==> src/hwce_defs.svh <==
// --------------------------------------------------------------------------
// bus widths, buffer depth and fixed-point shift of the convolution engine
// include in every module that sizes a port or a register from these
// --------------------------------------------------------------------------

`ifndef HWCE_DEFS_SVH
`define HWCE_DEFS_SVH

// cluster bus
`define HWCE_ADDR_W      32
`define HWCE_DATA_W      32
`define HWCE_BE_W        (`HWCE_DATA_W / 8)

// peripheral config slave
`define HWCE_ID_W        8
`define HWCE_CFG_ADDR_W  11

// input buffer, words between source and engine
`define HWCE_FIFO_DEPTH  4
`define HWCE_CNT_W       ($clog2(`HWCE_FIFO_DEPTH + 1))

// arithmetic right shift applied to each filter sum
`define HWCE_QF          4

`endif

==> src/hwce_pkg.sv <==
// --------------------------------------------------------------------------
// shared types of the convolution engine
// register map index and the state of the streaming blocks
// --------------------------------------------------------------------------

package hwce_pkg;

   // register index, taken from cfg address bits 4..2
   typedef enum logic [2:0] {
      REG_SRC_ADDR = 3'd0,  // source vector base
      REG_DST_ADDR = 3'd1,  // result vector base
      REG_LEN      = 3'd2,  // number of outputs, 16 bits
      REG_WEIGHTS  = 3'd3,  // w0 7..0, w1 15..8, w2 23..16
      REG_TRIGGER  = 3'd4,  // any write starts a job
      REG_STATUS   = 3'd5   // bit 0 busy
   } hwce_reg_e;

   // shared by source streamer and conv engine
   typedef enum logic {
      ST_IDLE = 1'b0,
      ST_RUN  = 1'b1
   } hwce_stream_state_e;

endpackage

==> src/hwce_cfg_regs.sv <==
// --------------------------------------------------------------------------
// configuration slave of the engine: job registers, trigger and status
// grant in the request cycle, response with echoed ID one cycle later
// --------------------------------------------------------------------------

`timescale 1ns/1ps
`include "hwce_defs.svh"

module hwce_cfg_regs
   import hwce_pkg::*;
(
   input  logic                        clk_i,
   input  logic                        rst_n_i,
   input  logic                        cfg_req_i,
   input  logic [`HWCE_CFG_ADDR_W-1:0] cfg_add_i,
   input  logic                        cfg_wen_i,      // 0 is write
   input  logic [`HWCE_BE_W-1:0]       cfg_be_i,
   input  logic [`HWCE_DATA_W-1:0]     cfg_wdata_i,
   input  logic [`HWCE_ID_W-1:0]       cfg_id_i,
   output logic                        cfg_gnt_o,
   output logic                        cfg_r_valid_o,
   output logic [`HWCE_DATA_W-1:0]     cfg_r_rdata_o,
   output logic [`HWCE_ID_W-1:0]       cfg_r_id_o,
   input  logic                        job_done_i,
   output logic                        job_start_o,
   output logic [`HWCE_ADDR_W-1:0]     src_addr_o,
   output logic [`HWCE_ADDR_W-1:0]     dst_addr_o,
   output logic [15:0]                 len_o,
   output logic [23:0]                 weights_o,
   output logic                        evt_interrupt_o
);

   hwce_reg_e                 reg_idx;
   logic                      wr_en;
   logic                      start;
   logic                      busy_q;
   logic [`HWCE_DATA_W-1:0]   rdata;
   logic [`HWCE_DATA_W-1:0]   merged;

   assign reg_idx   = hwce_reg_e'(cfg_add_i[4:2]);
   assign cfg_gnt_o = cfg_req_i;                        // always ready
   assign wr_en     = cfg_req_i & ~cfg_wen_i & ~busy_q; // job regs frozen while busy
   assign start     = wr_en && (reg_idx == REG_TRIGGER) && (len_o != 16'd0);

   // current value of the addressed register, also the read data
   always_comb begin
      case (reg_idx)
         REG_SRC_ADDR: rdata = src_addr_o;
         REG_DST_ADDR: rdata = dst_addr_o;
         REG_LEN:      rdata = {16'd0, len_o};
         REG_WEIGHTS:  rdata = {8'd0, weights_o};
         REG_STATUS:   rdata = {31'd0, busy_q};
         default:      rdata = '0;            // trigger reads as zero
      endcase
   end

   // byte enable merge of write data over the old value
   always_comb begin
      for (int b = 0; b < `HWCE_BE_W; b++) begin
         merged[8*b +: 8] = cfg_be_i[b] ? cfg_wdata_i[8*b +: 8] : rdata[8*b +: 8];
      end
   end

   always_ff @(posedge clk_i or negedge rst_n_i) begin
      if (!rst_n_i) begin
         src_addr_o      <= '0;
         dst_addr_o      <= '0;
         len_o           <= '0;
         weights_o       <= '0;
         busy_q          <= 1'b0;
         job_start_o     <= 1'b0;
         evt_interrupt_o <= 1'b0;
         cfg_r_valid_o   <= 1'b0;
      end else begin
         cfg_r_valid_o   <= cfg_req_i;
         job_start_o     <= start;
         evt_interrupt_o <= job_done_i;   // end of job event
         if (wr_en) begin
            case (reg_idx)
               REG_SRC_ADDR: src_addr_o <= merged;
               REG_DST_ADDR: dst_addr_o <= merged;
               REG_LEN:      len_o      <= merged[15:0];
               REG_WEIGHTS:  weights_o  <= merged[23:0];
               default:      ;
            endcase
         end
         if (start) begin
            busy_q <= 1'b1;
         end else if (job_done_i) begin
            busy_q <= 1'b0;
         end
      end
   end

   // response payload
   always_ff @(posedge clk_i) begin
      if (cfg_req_i) begin
         cfg_r_rdata_o <= rdata;
         cfg_r_id_o    <= cfg_id_i;
      end
   end

   // a new job only starts once the previous one has ended
   assert property (@(posedge clk_i) disable iff (!rst_n_i)
      job_start_o |-> !$past(busy_q));
   // engine reports done only for a running job
   assert property (@(posedge clk_i) disable iff (!rst_n_i)
      job_done_i |-> busy_q && !job_start_o);

endmodule

==> src/hwce_source.sv <==
// --------------------------------------------------------------------------
// load streamer, reads N+2 words from the source vector over port 0
// and pushes every returned word into the input buffer
// --------------------------------------------------------------------------

`timescale 1ns/1ps
`include "hwce_defs.svh"

module hwce_source
   import hwce_pkg::*;
(
   input  logic                    clk_i,
   input  logic                    rst_n_i,
   input  logic                    job_start_i,
   input  logic [`HWCE_ADDR_W-1:0] src_addr_i,
   input  logic [15:0]             len_i,
   input  logic [`HWCE_CNT_W-1:0]  fifo_count_i,
   output logic                    ld_req_o,
   output logic [`HWCE_ADDR_W-1:0] ld_add_o,
   output logic                    ld_wen_o,
   output logic [`HWCE_BE_W-1:0]   ld_be_o,
   input  logic                    ld_gnt_i,
   input  logic                    ld_r_valid_i,
   input  logic [`HWCE_DATA_W-1:0] ld_r_rdata_i,
   output logic                    push_o,
   output logic [`HWCE_DATA_W-1:0] push_data_o
);

   localparam logic [`HWCE_CNT_W:0] DEPTH = `HWCE_FIFO_DEPTH;

   hwce_stream_state_e        state_q;
   logic [16:0]               issued_q;
   logic [16:0]               total;
   logic [`HWCE_CNT_W-1:0]    inflight_q;   // granted, data not back yet
   logic                      credit_ok;
   logic                      grant;

   assign total     = {1'b0, len_i} + 17'd2;   // 3-tap window needs two extra words
   assign credit_ok = ({1'b0, fifo_count_i} + {1'b0, inflight_q}) < DEPTH;

   // credits only grow through our own grants, so req stays up until gnt
   assign ld_req_o  = (state_q == ST_RUN) && credit_ok;
   assign ld_wen_o  = 1'b1;
   assign ld_be_o   = '1;
   assign grant     = ld_req_o & ld_gnt_i;

   // load data is one cycle behind the grant, pushed as it arrives
   assign push_o      = ld_r_valid_i;
   assign push_data_o = ld_r_rdata_i;

   always_ff @(posedge clk_i or negedge rst_n_i) begin
      if (!rst_n_i) begin
         state_q    <= ST_IDLE;
         issued_q   <= '0;
         inflight_q <= '0;
         ld_add_o   <= '0;
      end else begin
         if (job_start_i) begin
            state_q  <= ST_RUN;
            issued_q <= '0;
            ld_add_o <= src_addr_i;
         end else if (grant) begin
            issued_q <= issued_q + 17'd1;
            ld_add_o <= ld_add_o + `HWCE_ADDR_W'(4);
            if (issued_q == total - 17'd1) begin
               state_q <= ST_IDLE;   // last read issued
            end
         end
         case ({grant, ld_r_valid_i})
            2'b10:   inflight_q <= inflight_q + 1'b1;
            2'b01:   inflight_q <= inflight_q - 1'b1;
            default: ;
         endcase
      end
   end

   assert property (@(posedge clk_i) disable iff (!rst_n_i)
      ld_req_o && !ld_gnt_i |=> ld_req_o && $stable(ld_add_o));

endmodule

==> src/hwce_fifo.sv <==
// --------------------------------------------------------------------------
// synchronous input buffer between load streamer and conv engine
// head word is visible while not empty, pop consumes it in the same cycle
// --------------------------------------------------------------------------

`timescale 1ns/1ps
`include "hwce_defs.svh"

module hwce_fifo (
   input  logic                    clk_i,
   input  logic                    rst_n_i,
   input  logic                    push_i,
   input  logic [`HWCE_DATA_W-1:0] push_data_i,
   input  logic                    pop_i,
   output logic [`HWCE_DATA_W-1:0] head_o,
   output logic                    empty_o,
   output logic [`HWCE_CNT_W-1:0]  count_o
);

   localparam int PTR_W = $clog2(`HWCE_FIFO_DEPTH);

   logic [`HWCE_DATA_W-1:0] mem [`HWCE_FIFO_DEPTH];
   logic [PTR_W-1:0]        wr_ptr_q;   // power of two depth, pointers wrap
   logic [PTR_W-1:0]        rd_ptr_q;

   assign head_o  = mem[rd_ptr_q];
   assign empty_o = (count_o == '0);

   always_ff @(posedge clk_i or negedge rst_n_i) begin
      if (!rst_n_i) begin
         wr_ptr_q <= '0;
         rd_ptr_q <= '0;
         count_o  <= '0;
      end else begin
         if (push_i) wr_ptr_q <= wr_ptr_q + 1'b1;
         if (pop_i)  rd_ptr_q <= rd_ptr_q + 1'b1;
         if (push_i && !pop_i) begin
            count_o <= count_o + 1'b1;
         end else if (pop_i && !push_i) begin
            count_o <= count_o - 1'b1;
         end
      end
   end

   always_ff @(posedge clk_i) begin
      if (push_i) mem[wr_ptr_q] <= push_data_i;
   end

   assert property (@(posedge clk_i) disable iff (!rst_n_i)
      push_i |-> count_o < `HWCE_CNT_W'(`HWCE_FIFO_DEPTH));
   assert property (@(posedge clk_i) disable iff (!rst_n_i)
      pop_i |-> !empty_o);

endmodule

==> src/hwce_conv_engine.sv <==
// --------------------------------------------------------------------------
// 3-tap signed filter, pops input words into a window and stores one
// result per window over port 1, job_done on the grant of the last store
// --------------------------------------------------------------------------

`timescale 1ns/1ps
`include "hwce_defs.svh"

module hwce_conv_engine
   import hwce_pkg::*;
(
   input  logic                    clk_i,
   input  logic                    rst_n_i,
   input  logic                    job_start_i,
   input  logic [`HWCE_ADDR_W-1:0] dst_addr_i,
   input  logic [15:0]             len_i,
   input  logic [23:0]             weights_i,
   input  logic [`HWCE_DATA_W-1:0] head_i,
   input  logic                    empty_i,
   output logic                    pop_o,
   output logic                    st_req_o,
   output logic [`HWCE_ADDR_W-1:0] st_add_o,
   output logic                    st_wen_o,
   output logic [`HWCE_BE_W-1:0]   st_be_o,
   output logic [`HWCE_DATA_W-1:0] st_wdata_o,
   input  logic                    st_gnt_i,
   output logic                    job_done_o
);

   hwce_stream_state_e        state_q;
   logic signed [31:0]        x0_q;          // oldest sample, x[k]
   logic signed [31:0]        x1_q;
   logic signed [31:0]        x2_q;
   logic [1:0]                fill_q;        // valid words in window
   logic [15:0]               out_cnt_q;
   logic signed [7:0]         w0;
   logic signed [7:0]         w1;
   logic signed [7:0]         w2;
   logic signed [47:0]        sum;
   logic signed [47:0]        sum_sh;
   logic                      fire;
   logic                      grant;

   assign w0 = weights_i[7:0];
   assign w1 = weights_i[15:8];
   assign w2 = weights_i[23:16];

   // operands sign extended to 48 bits before the multiply
   assign sum    = x0_q * w0 + x1_q * w1 + x2_q * w2;
   assign sum_sh = sum >>> `HWCE_QF;

   // no pop while a store is waiting for its grant
   assign pop_o = (state_q == ST_RUN) && !st_req_o && (fill_q != 2'd3) && !empty_i;
   assign fire  = (state_q == ST_RUN) && !st_req_o && (fill_q == 2'd3);
   assign grant = st_req_o & st_gnt_i;

   assign job_done_o = grant && ((out_cnt_q + 16'd1) == len_i);
   assign st_wen_o   = 1'b0;   // write
   assign st_be_o    = '1;

   always_ff @(posedge clk_i or negedge rst_n_i) begin
      if (!rst_n_i) begin
         state_q   <= ST_IDLE;
         fill_q    <= '0;
         out_cnt_q <= '0;
         st_req_o  <= 1'b0;
      end else begin
         if (job_start_i) begin
            state_q   <= ST_RUN;
            fill_q    <= '0;
            out_cnt_q <= '0;
         end else if (pop_o) begin
            fill_q <= fill_q + 2'd1;
         end else if (fire) begin
            st_req_o <= 1'b1;
         end else if (grant) begin
            st_req_o  <= 1'b0;
            fill_q    <= 2'd2;            // slide by one sample
            out_cnt_q <= out_cnt_q + 16'd1;
            if (job_done_o) state_q <= ST_IDLE;
         end
      end
   end

   // window and store payload
   always_ff @(posedge clk_i) begin
      if (pop_o) begin
         x0_q <= x1_q;
         x1_q <= x2_q;
         x2_q <= head_i;
      end
      if (fire) begin
         st_wdata_o <= sum_sh[31:0];
         st_add_o   <= dst_addr_i + {14'd0, out_cnt_q, 2'b00};   // y[k] at dst + 4k
      end
   end

   assert property (@(posedge clk_i) disable iff (!rst_n_i)
      st_req_o && !st_gnt_i |=> st_req_o && $stable(st_add_o) && $stable(st_wdata_o));

endmodule

==> src/hwce_wrap.sv <==
// --------------------------------------------------------------------------
// top of the convolution accelerator, cfg slave plus two master ports
// port 0 loads the source vector, port 1 stores the filtered results
// --------------------------------------------------------------------------

`timescale 1ns/1ps
`include "hwce_defs.svh"

module hwce_wrap (
   input  logic                        clk_i,
   input  logic                        rst_n_i,
   // peripheral config slave
   input  logic                        cfg_req_i,
   input  logic [`HWCE_CFG_ADDR_W-1:0] cfg_add_i,
   input  logic                        cfg_wen_i,
   input  logic [`HWCE_BE_W-1:0]       cfg_be_i,
   input  logic [`HWCE_DATA_W-1:0]     cfg_wdata_i,
   input  logic [`HWCE_ID_W-1:0]       cfg_id_i,
   output logic                        cfg_gnt_o,
   output logic                        cfg_r_valid_o,
   output logic [`HWCE_DATA_W-1:0]     cfg_r_rdata_o,
   output logic [`HWCE_ID_W-1:0]       cfg_r_id_o,
   // master port 0, loads
   output logic                        ld_req_o,
   output logic [`HWCE_ADDR_W-1:0]     ld_add_o,
   output logic                        ld_wen_o,
   output logic [`HWCE_BE_W-1:0]       ld_be_o,
   output logic [`HWCE_DATA_W-1:0]     ld_wdata_o,
   input  logic                        ld_gnt_i,
   input  logic                        ld_r_valid_i,
   input  logic [`HWCE_DATA_W-1:0]     ld_r_rdata_i,
   // master port 1, stores
   output logic                        st_req_o,
   output logic [`HWCE_ADDR_W-1:0]     st_add_o,
   output logic                        st_wen_o,
   output logic [`HWCE_BE_W-1:0]       st_be_o,
   output logic [`HWCE_DATA_W-1:0]     st_wdata_o,
   input  logic                        st_gnt_i,
   input  logic                        st_r_valid_i,   // store responses unused
   input  logic [`HWCE_DATA_W-1:0]     st_r_rdata_i,
   // event line
   output logic                        evt_interrupt_o
);

   logic                      job_start;
   logic                      job_done;
   logic [`HWCE_ADDR_W-1:0]   src_addr;
   logic [`HWCE_ADDR_W-1:0]   dst_addr;
   logic [15:0]               len;
   logic [23:0]               weights;
   logic                      push;
   logic [`HWCE_DATA_W-1:0]   push_data;
   logic                      pop;
   logic [`HWCE_DATA_W-1:0]   head;
   logic                      empty;
   logic [`HWCE_CNT_W-1:0]    fifo_count;

   assign ld_wdata_o = '0;   // load port never writes

   hwce_cfg_regs u_cfg_regs (
      .clk_i           ( clk_i           ),
      .rst_n_i         ( rst_n_i         ),
      .cfg_req_i       ( cfg_req_i       ),
      .cfg_add_i       ( cfg_add_i       ),
      .cfg_wen_i       ( cfg_wen_i       ),
      .cfg_be_i        ( cfg_be_i        ),
      .cfg_wdata_i     ( cfg_wdata_i     ),
      .cfg_id_i        ( cfg_id_i        ),
      .cfg_gnt_o       ( cfg_gnt_o       ),
      .cfg_r_valid_o   ( cfg_r_valid_o   ),
      .cfg_r_rdata_o   ( cfg_r_rdata_o   ),
      .cfg_r_id_o      ( cfg_r_id_o      ),
      .job_done_i      ( job_done        ),
      .job_start_o     ( job_start       ),
      .src_addr_o      ( src_addr        ),
      .dst_addr_o      ( dst_addr        ),
      .len_o           ( len             ),
      .weights_o       ( weights         ),
      .evt_interrupt_o ( evt_interrupt_o )
   );

   hwce_source u_source (
      .clk_i           ( clk_i           ),
      .rst_n_i         ( rst_n_i         ),
      .job_start_i     ( job_start       ),
      .src_addr_i      ( src_addr        ),
      .len_i           ( len             ),
      .fifo_count_i    ( fifo_count      ),
      .ld_req_o        ( ld_req_o        ),
      .ld_add_o        ( ld_add_o        ),
      .ld_wen_o        ( ld_wen_o        ),
      .ld_be_o         ( ld_be_o         ),
      .ld_gnt_i        ( ld_gnt_i        ),
      .ld_r_valid_i    ( ld_r_valid_i    ),
      .ld_r_rdata_i    ( ld_r_rdata_i    ),
      .push_o          ( push            ),
      .push_data_o     ( push_data       )
   );

   hwce_fifo u_fifo (
      .clk_i           ( clk_i           ),
      .rst_n_i         ( rst_n_i         ),
      .push_i          ( push            ),
      .push_data_i     ( push_data       ),
      .pop_i           ( pop             ),
      .head_o          ( head            ),
      .empty_o         ( empty           ),
      .count_o         ( fifo_count      )
   );

   hwce_conv_engine u_conv_engine (
      .clk_i           ( clk_i           ),
      .rst_n_i         ( rst_n_i         ),
      .job_start_i     ( job_start       ),
      .dst_addr_i      ( dst_addr        ),
      .len_i           ( len             ),
      .weights_i       ( weights         ),
      .head_i          ( head            ),
      .empty_i         ( empty           ),
      .pop_o           ( pop             ),
      .st_req_o        ( st_req_o        ),
      .st_add_o        ( st_add_o        ),
      .st_wen_o        ( st_wen_o        ),
      .st_be_o         ( st_be_o         ),
      .st_wdata_o      ( st_wdata_o      ),
      .st_gnt_i        ( st_gnt_i        ),
      .job_done_o      ( job_done        )
   );

endmodule

==> config.mk <==
export PLATFORM = sky130hd
export DESIGN_NAME = hwce_wrap
export DESIGN_NICKNAME = d
export VERILOG_FILES = /design/src/hwce_pkg.sv /design/src/hwce_cfg_regs.sv /design/src/hwce_source.sv /design/src/hwce_fifo.sv /design/src/hwce_conv_engine.sv /design/src/hwce_wrap.sv
export VERILOG_INCLUDE_DIRS = /design/src
export SDC_FILE = /design/constraint.sdc
export NUM_CORES = 2
export LEC_CHECK = 0
export BUFFER_PORTS_ARGS = -buffer_cell sky130_fd_sc_hd__buf_2
export CAP_MARGIN = 20
export CORE_MARGIN = 10
export CORE_UTILIZATION = 58
export CTS_BUF_LIST = sky130_fd_sc_hd__clkbuf_8
export CTS_CLUSTER_SIZE = 24
export DETAILED_ROUTE_END_ITERATION = 10
export GPL_TIMING_DRIVEN = 0
export PLACE_DENSITY_LB_ADDON = 0.08
export SLEW_MARGIN = 20
export SYNTH_ARGS = -nofsm -noshare
export SYNTH_HDL_FRONTEND = slang
export SYNTH_SLANG_ARGS = --single-unit
==> constraint.sdc <==
create_clock -name clk_i -period 6.7 [get_ports clk_i]
set_clock_uncertainty 0.15 [all_clocks]
set_input_delay 1.34 -clock clk_i [delete_from_list [all_inputs] [get_ports clk_i]]
set_output_delay 1.34 -clock clk_i [all_outputs]
set_load 0.01 [all_outputs]
Word level (Yosys, flattened, before mapping) --
Memories as Yosys holds them, arrays and structs flattened. A register that Yosys moved wholly into a read port is not among the register bits. Index checks and enable logic that the tools add are counted.
Storage, ports and cells: register bits after elaboration 356, bits in writable memories 128, logic and storage cells 136, memories 1
Cells by class: $add $sub $neg 16, $mul 3, magnitude comparators 1, eq/ne operators 14, mux-type cells 33, bitwise logic cells 8, reductions and logical operators 35
Memory list:
- u_fifo.mem | depth 4, bits a word 32, rd ports 1, clocked after Yosys merged registers in 1, wr ports 1, line hwce_fifo.sv:22 | logic [`HWCE_DATA_W-1:0] mem [`HWCE_FIFO_DEPTH];
Operators with widths (count):
- case mux 32 bit (5 select lines) | 1
- multiplier 32 x 8 -> 36 bit | 3
- adder 36 bit | 2
- two-way mux 16 bit | 4
- two-way mux 32 bit | 2
- two-way mux 17 bit | 2
- adder 32 x 18 -> 32 bit | 1
- adder 32 x 3 -> 32 bit, second input constant | 1
- two-way mux 8 bit | 4
- adder 16 x 2 -> 17 bit, second input constant | 1
- adder 17 x 1 -> 17 bit, second input constant | 1
- equality test 17 bit | 1
- subtractor 17 x 1 -> 17 bit, second input constant | 1
- adder 16 x 1 -> 16 bit, second input constant | 1
- equality test 16 bit | 1
- nonzero test 16 bit | 1
- nonzero test 2 bit | 8
- two-way mux 1 bit | 13
- AND reduction 2 bit | 6
- logical AND 1 bit | 10
- two-way mux 2 bit | 4
- adder 2 x 1 -> 2 bit, second input constant | 3
- adder 3 x 1 -> 3 bit, second input constant | 2
- equality test 3 x 2 -> 1 bit, second input constant | 2
- 18 further kinds | 35

Depth between registers and ports, before layout --
depth in word-level cells 8, gate-level depth with buffers 26, gate-level depth less buffers 23

Modules after synthesis --
A second synthesis with hierarchy kept.
Second synthesis, totals: cell total of the unflattened synthesis 4294, area, all modules 46095.5 µm²
By module, submodules not included:
- hwce_conv_engine | times used 1, cells an instance 3033, area an instance 30262.8 µm²
- hwce_cfg_regs | times used 1, cells an instance 608, area an instance 6815.3 µm²
- hwce_fifo | times used 1, cells an instance 201, area an instance 5052.3 µm²
- hwce_source | times used 1, cells an instance 419, area an instance 3721.1 µm²
- hwce_wrap | times used 1, cells an instance 33, area an instance 244.0 µm²

Least setup slack after synthesis --
No wires, ideal clock.
path type flip-flop to flip-flop, start register u_cfg_regs.weights_o[7], end register u_conv_engine.st_wdata_o[28] (data pin), data arrival time 6397 ps, setup slack -104 ps, cell stages (with the launch flop) 24, clock period less this slack 6804 ps, path through dfrtp_1 -> inv_1 -> buf_1 -> nor2_1 -> fa_1 -> fa_1 -> inv_1 -> fa_1 -> fa_1 -> inv_1 -> fa_1 -> fa_1 -> inv_1 -> fa_1 -> inv_1 -> ha_1 -> buf_6 -> and3_4 -> nand4_4 -> or2_0 -> or4_1 -> a31oi_2 -> a31oi_1 -> xnor2_1
Between the ends: cells in the longest elaborated chain, start to end 3
Ends and longest elaborated chain:
- start, declared | line hwce_cfg_regs.sv:29 | output logic [23:0] weights_o,
- start signal, assigned | line hwce_cfg_regs.sv:83 | REG_WEIGHTS: weights_o <= merged[23:0];
- multiplier 32 x 8 -> 36 bit | line hwce_conv_engine.sv:49 | assign sum = x0_q * w0 + x1_q * w1 + x2_q * w2;
- adder 36 bit (2 in a row) | line hwce_conv_engine.sv:49
- named net u_conv_engine.sum[32] | line hwce_conv_engine.sv:39 | logic signed [47:0] sum;
- end signal, assigned | line hwce_conv_engine.sv:93 | st_wdata_o <= sum_sh[31:0];
- end, declared | line hwce_conv_engine.sv:25 | output logic [`HWCE_DATA_W-1:0] st_wdata_o,
The timed path passes the listed nets, and every way through them passes these cells. A chain may end at the register's enable or synchronous reset.

Worst setup path after layout --
start register u_cfg_regs.weights_o[16], end register u_conv_engine.st_wdata_o[28] (data pin)
Between the ends: cells in the longest elaborated chain, start to end 2
Ends and longest elaborated chain (line):
- multiplier 32 x 8 -> 36 bit | hwce_conv_engine.sv:49
- adder 36 bit | hwce_conv_engine.sv:49
- named net u_conv_engine.sum[32] | hwce_conv_engine.sv:39
The timed path passes the listed nets, and every way through them passes these cells.

==> impl_metrics.tcl <==
set metrics [dict create \
    dieArea_um2 89200 \
    crit_path_start_kind "flop" \
    final.setup.tns_ps -5080 \
    tightest_slew_ps 1040 \
    crit_type "reg2reg" \
    clock.fmax_ghz 0.140 \
    r2r_setup_slack_ps -430 \
    ant_nets 0 \
    cts_hold_buffers 0 \
    grt_first_pass_wirelength_um 209000 \
    end_kind "flop" \
    path_cells "clkbuf_8 > and2_1 > fa_1 > fa_1 > inv_1 > fa_1 > fa_1 > inv_2 > fa_1 > fa_1 > inv_2 > fa_1 > inv_2 > ha_4 > and3_4 > nand4_4 > or2_4 > or4_4 > a31oi_4 > buf_12 > a31oi_4 > xnor2_2" \
    status "finished, violations left" \
    ys_types 83 \
    ys_ff_latch 516 \
    violations "negative setup slack" \
    synth-xor-area-share_pct 3.95 \
    grt_pass1_vias 33700 \
    drt_iter0_drc 2895 \
    async_reset_ff_share_pct 36.4 \
    worstHoldPathType "reg2reg" \
    syn-cell-area_um2 45000 \
    synth_top_area_share_pct 29.9 \
    period_share_pct 106 \
    dpl.hpwl_um 103000 \
    clkTransAtPathRegs_ps 70 \
    synthMuxAreaShare_pct 3.41 \
    overflow 0 \
    place_congestion 0.948 \
    grt_use_total_pct 31.0 \
    drv_slew 0 \
    reg2reg_depth 22 \
    drc_errors 0 \
    r2r_end "u_conv_engine.st_wdata_o[28]" \
    ys.flop_type "edfxtp_1" \
    seq_area_frac_synth_pct 32.3 \
    whs_path_depth 0 \
    cp_slowest_cell "dfrtp_2" \
    grt_setup_unrepaired "true" \
    ios 310 \
    cts_tree "yes" \
    period_minus_slack_ps 7130 \
    cp_top_family "adder cells" \
    maxCapViolCount 0 \
    worstPathMaxFanout 13 \
    wirelength_um 136000 \
    area_growth_pct 15.3 \
    synthSimpleGateAreaFrac_pct 13.8 \
    synth.area.top_cells "fa_1 (30%), edfxtp_1 (22%), dfrtp_1 (10%)" \
    die_w_um 299 \
    arrival_ps 7420 \
    setup_ws_ps -429 \
    via_count 32300 \
    placementRows 102 \
    antenna_found_initial 14 \
    slowest_delay_ps 550 \
    cp_data_required_time_ps 6990 \
    syn_area_per_cell_um2 10.8 \
    clock_path_buffers 3 \
    via_per_inst 5.62 \
    die_y_um 299 \
    worstHoldStart "u_conv_engine.x1_q[15]" \
    grt_max_degree 81 \
    cts_made_buffers 93 \
    synth-adder-area-share_pct 33.7 \
    port_buffers 221 \
    synth_compound_area_share_pct 4.56 \
    clock_latency_ps 750 \
    wl_per_cell_um 23.7 \
    r2r-start "u_cfg_regs.weights_o[16]" \
    cts_max_level 3 \
    synth_top_family_by_area "adder cells" \
    first_pass_iters 5 \
    coreArea_um2 77200 \
    start_util_pct 58.3 \
    synth_top_cell_by_area "fa_1" \
    hold_viol 0 \
    synth_edf_count 328 \
    root_buffer "clkbuf_8" \
    cp_common_cell "fa_1" \
    clock_sinks 516 \
    syn_inst 4160 \
    hold_end "u_conv_engine.x0_q[15]" \
    yosys_warnings 0 \
    final_nets 5561 \
    finalSetupViolCount 20 \
    relSlewSlack_pct 30.4 \
    crit_buf_inv 6 \
    drive_gt1_share_pct 17.6 \
]
==> cell usage after synthesis (6+ instances only) <==
library cell	instances
o21a_1	6
and3_1	20
nand2b_1	45
dfrtp_1	188
nor2_1	122
fa_1	672
a31oi_1	9
nor3_1	23
nand3_1	47
or2_2	10
mux4_2	47
edfxtp_1	328
xor2_1	80
o21bai_1	7
nand4_1	29
o21ai_0	177
or3_1	12
nand2_1	552
and4_1	6
inv_1	726
and2_1	343
ha_1	137
o211ai_1	9
clkbuf_1	135
a22o_1	9
a21oi_1	54
nor2b_1	8
buf_1	17
xnor2_1	123
mux2i_1	43
buf_4	46
a21o_1	22
==> kinds of logic after synthesis <==
| logic type | Yosys count |
|---|---|
| AND/OR/NAND/NOR | 1254 |
| flip-flops | 516 |
| AO/OA/AOI/OAI | 343 |
| XOR/XNOR | 203 |
| multiplexers | 94 |
| buffers and inverters | 939 |
| other | 2 |
| adder cells (fa/ha/maj) | 809 |
==> layout make-up <==
| type | instances | area (µm²) |
|---|---|---|
| fill | 6062 | 25300 |
| buffer | 200 | 1500 |
| tap | 1040 | 1300 |
| antenna | 9 | 22.5 |
| clock buffer | 104 | 1430 |
| clock inverter | 68 | 467 |
| inverter | 728 | 2740 |
| timing repair buffer | 341 | 2380 |
| multi-input combinational | 2745 | 27500 |
| sequential | 516 | 14600 |
==> metal layers <==
| layer | up-vias | global-route usage (%) | wire length [µm] |
|---|---|---|---|
| met1 | 16400 | 40.7 | 52100 |
| met5 | - | 0 | 80 |
| li1 | 13900 | - | - |
| met3 | 344 | 8.99 | 15200 |
| met4 | 12 | 13.7 | 6960 |
| met2 | 1680 | 47.8 | 62100 |
==> metrics by stage <==
step	instance area (µm²)	instances	hold WS, ps	setup WS (ps)	util [%]
4_1_cts	51400	5715	295	-449	66.6
2_1_floorplan	45200	4200	274	11.4	-
3_3_place_gp	47600	5461	281	-2430	61.7
3_5_place_dp	47900	5472	281	-2350	62.0
6_report	51900	5751	300	-429	67.2
5_1_grt	51900	5749	321	-529	67.2
==> placed cells by master (no fill, tap or decap), types with 21 or more instances in the layout <==
cell type	netlist	layout
mux2i_1	43	43
xor2_1	80	80
nand2_1	552	548
ha_1	137	119
nand2b_1	45	45
inv_1	726	736
buf_2	5	226
and2_1	343	329
a21oi_1	54	44
xnor2_1	123	122
buf_4	46	139
nand4_1	29	29
clkbuf_4	0	24
nor2_1	122	118
clkbuf_8	0	121
mux4_2	47	47
conb_1	2	42
nand3_1	47	47
clkbuf_1	135	61
dfrtp_1	188	166
edfxtp_1	328	328
fa_1	672	651
fa_2	0	21
o21ai_0	177	170
==> flip-flops by register name, indices dropped and copies added (netlist names), 2 cells and up <==
name	flops
u_cfg_regs.cfg_r_rdata_o	32
u_cfg_regs.weights_o	24
u_fifo.mem	128
u_conv_engine.x0_q	32
u_fifo.wr_ptr_q	2
u_conv_engine.st_wdata_o	32
u_fifo.count_o	3
u_source.inflight_q	3
u_source.issued_q	17
u_conv_engine.fill_q	2
u_cfg_regs.dst_addr_o	32
u_cfg_regs.len_o	16
u_source.ld_add_o	32
u_conv_engine.x2_q	32
u_conv_engine.x1_q	32
u_conv_engine.out_cnt_q	16
u_fifo.rd_ptr_q	2
u_conv_engine.st_add_o	32
u_cfg_regs.cfg_r_id_o	8
u_cfg_regs.src_addr_o	32
==> worst max-delay path by stage <==
| stage | start | end | slack [ps] | cells past startpoint |
|---|---|---|---|---|
| after floorplan | u_cfg_regs.weights_o[4] | u_conv_engine.st_wdata_o[28] | 10 | 22 |
| final | u_cfg_regs.weights_o[16] | u_conv_engine.st_wdata_o[28] | -430 | 22 |
| after detailed placement | u_cfg_regs.weights_o[0] | u_conv_engine.st_wdata_o[31] | -2350 | 22 |
| after CTS | u_cfg_regs.weights_o[2] | u_conv_engine.st_wdata_o[31] | -450 | 24 |
| after global placement | u_cfg_regs.weights_o[1] | u_conv_engine.st_wdata_o[24] | -2430 | 22 |
| after global routing | u_cfg_regs.weights_o[16] | u_conv_engine.st_wdata_o[28] | -530 | 22 |
==> what timing repair did <==
| action | in CTS | in global routing |
|---|---|---|
| gates resized for setup | 295 | 73 |
| setup buffers | 81 | 29 |
| endpoints found under the hold margin | 0 | 0 |
| endpoints found under the setup margin | 31 | 26 |
| pin swaps | 86 | 74 |
Power is not shown: default switching activity piles up to over one toggle a cycle in this logic, so the estimate is an artifact.
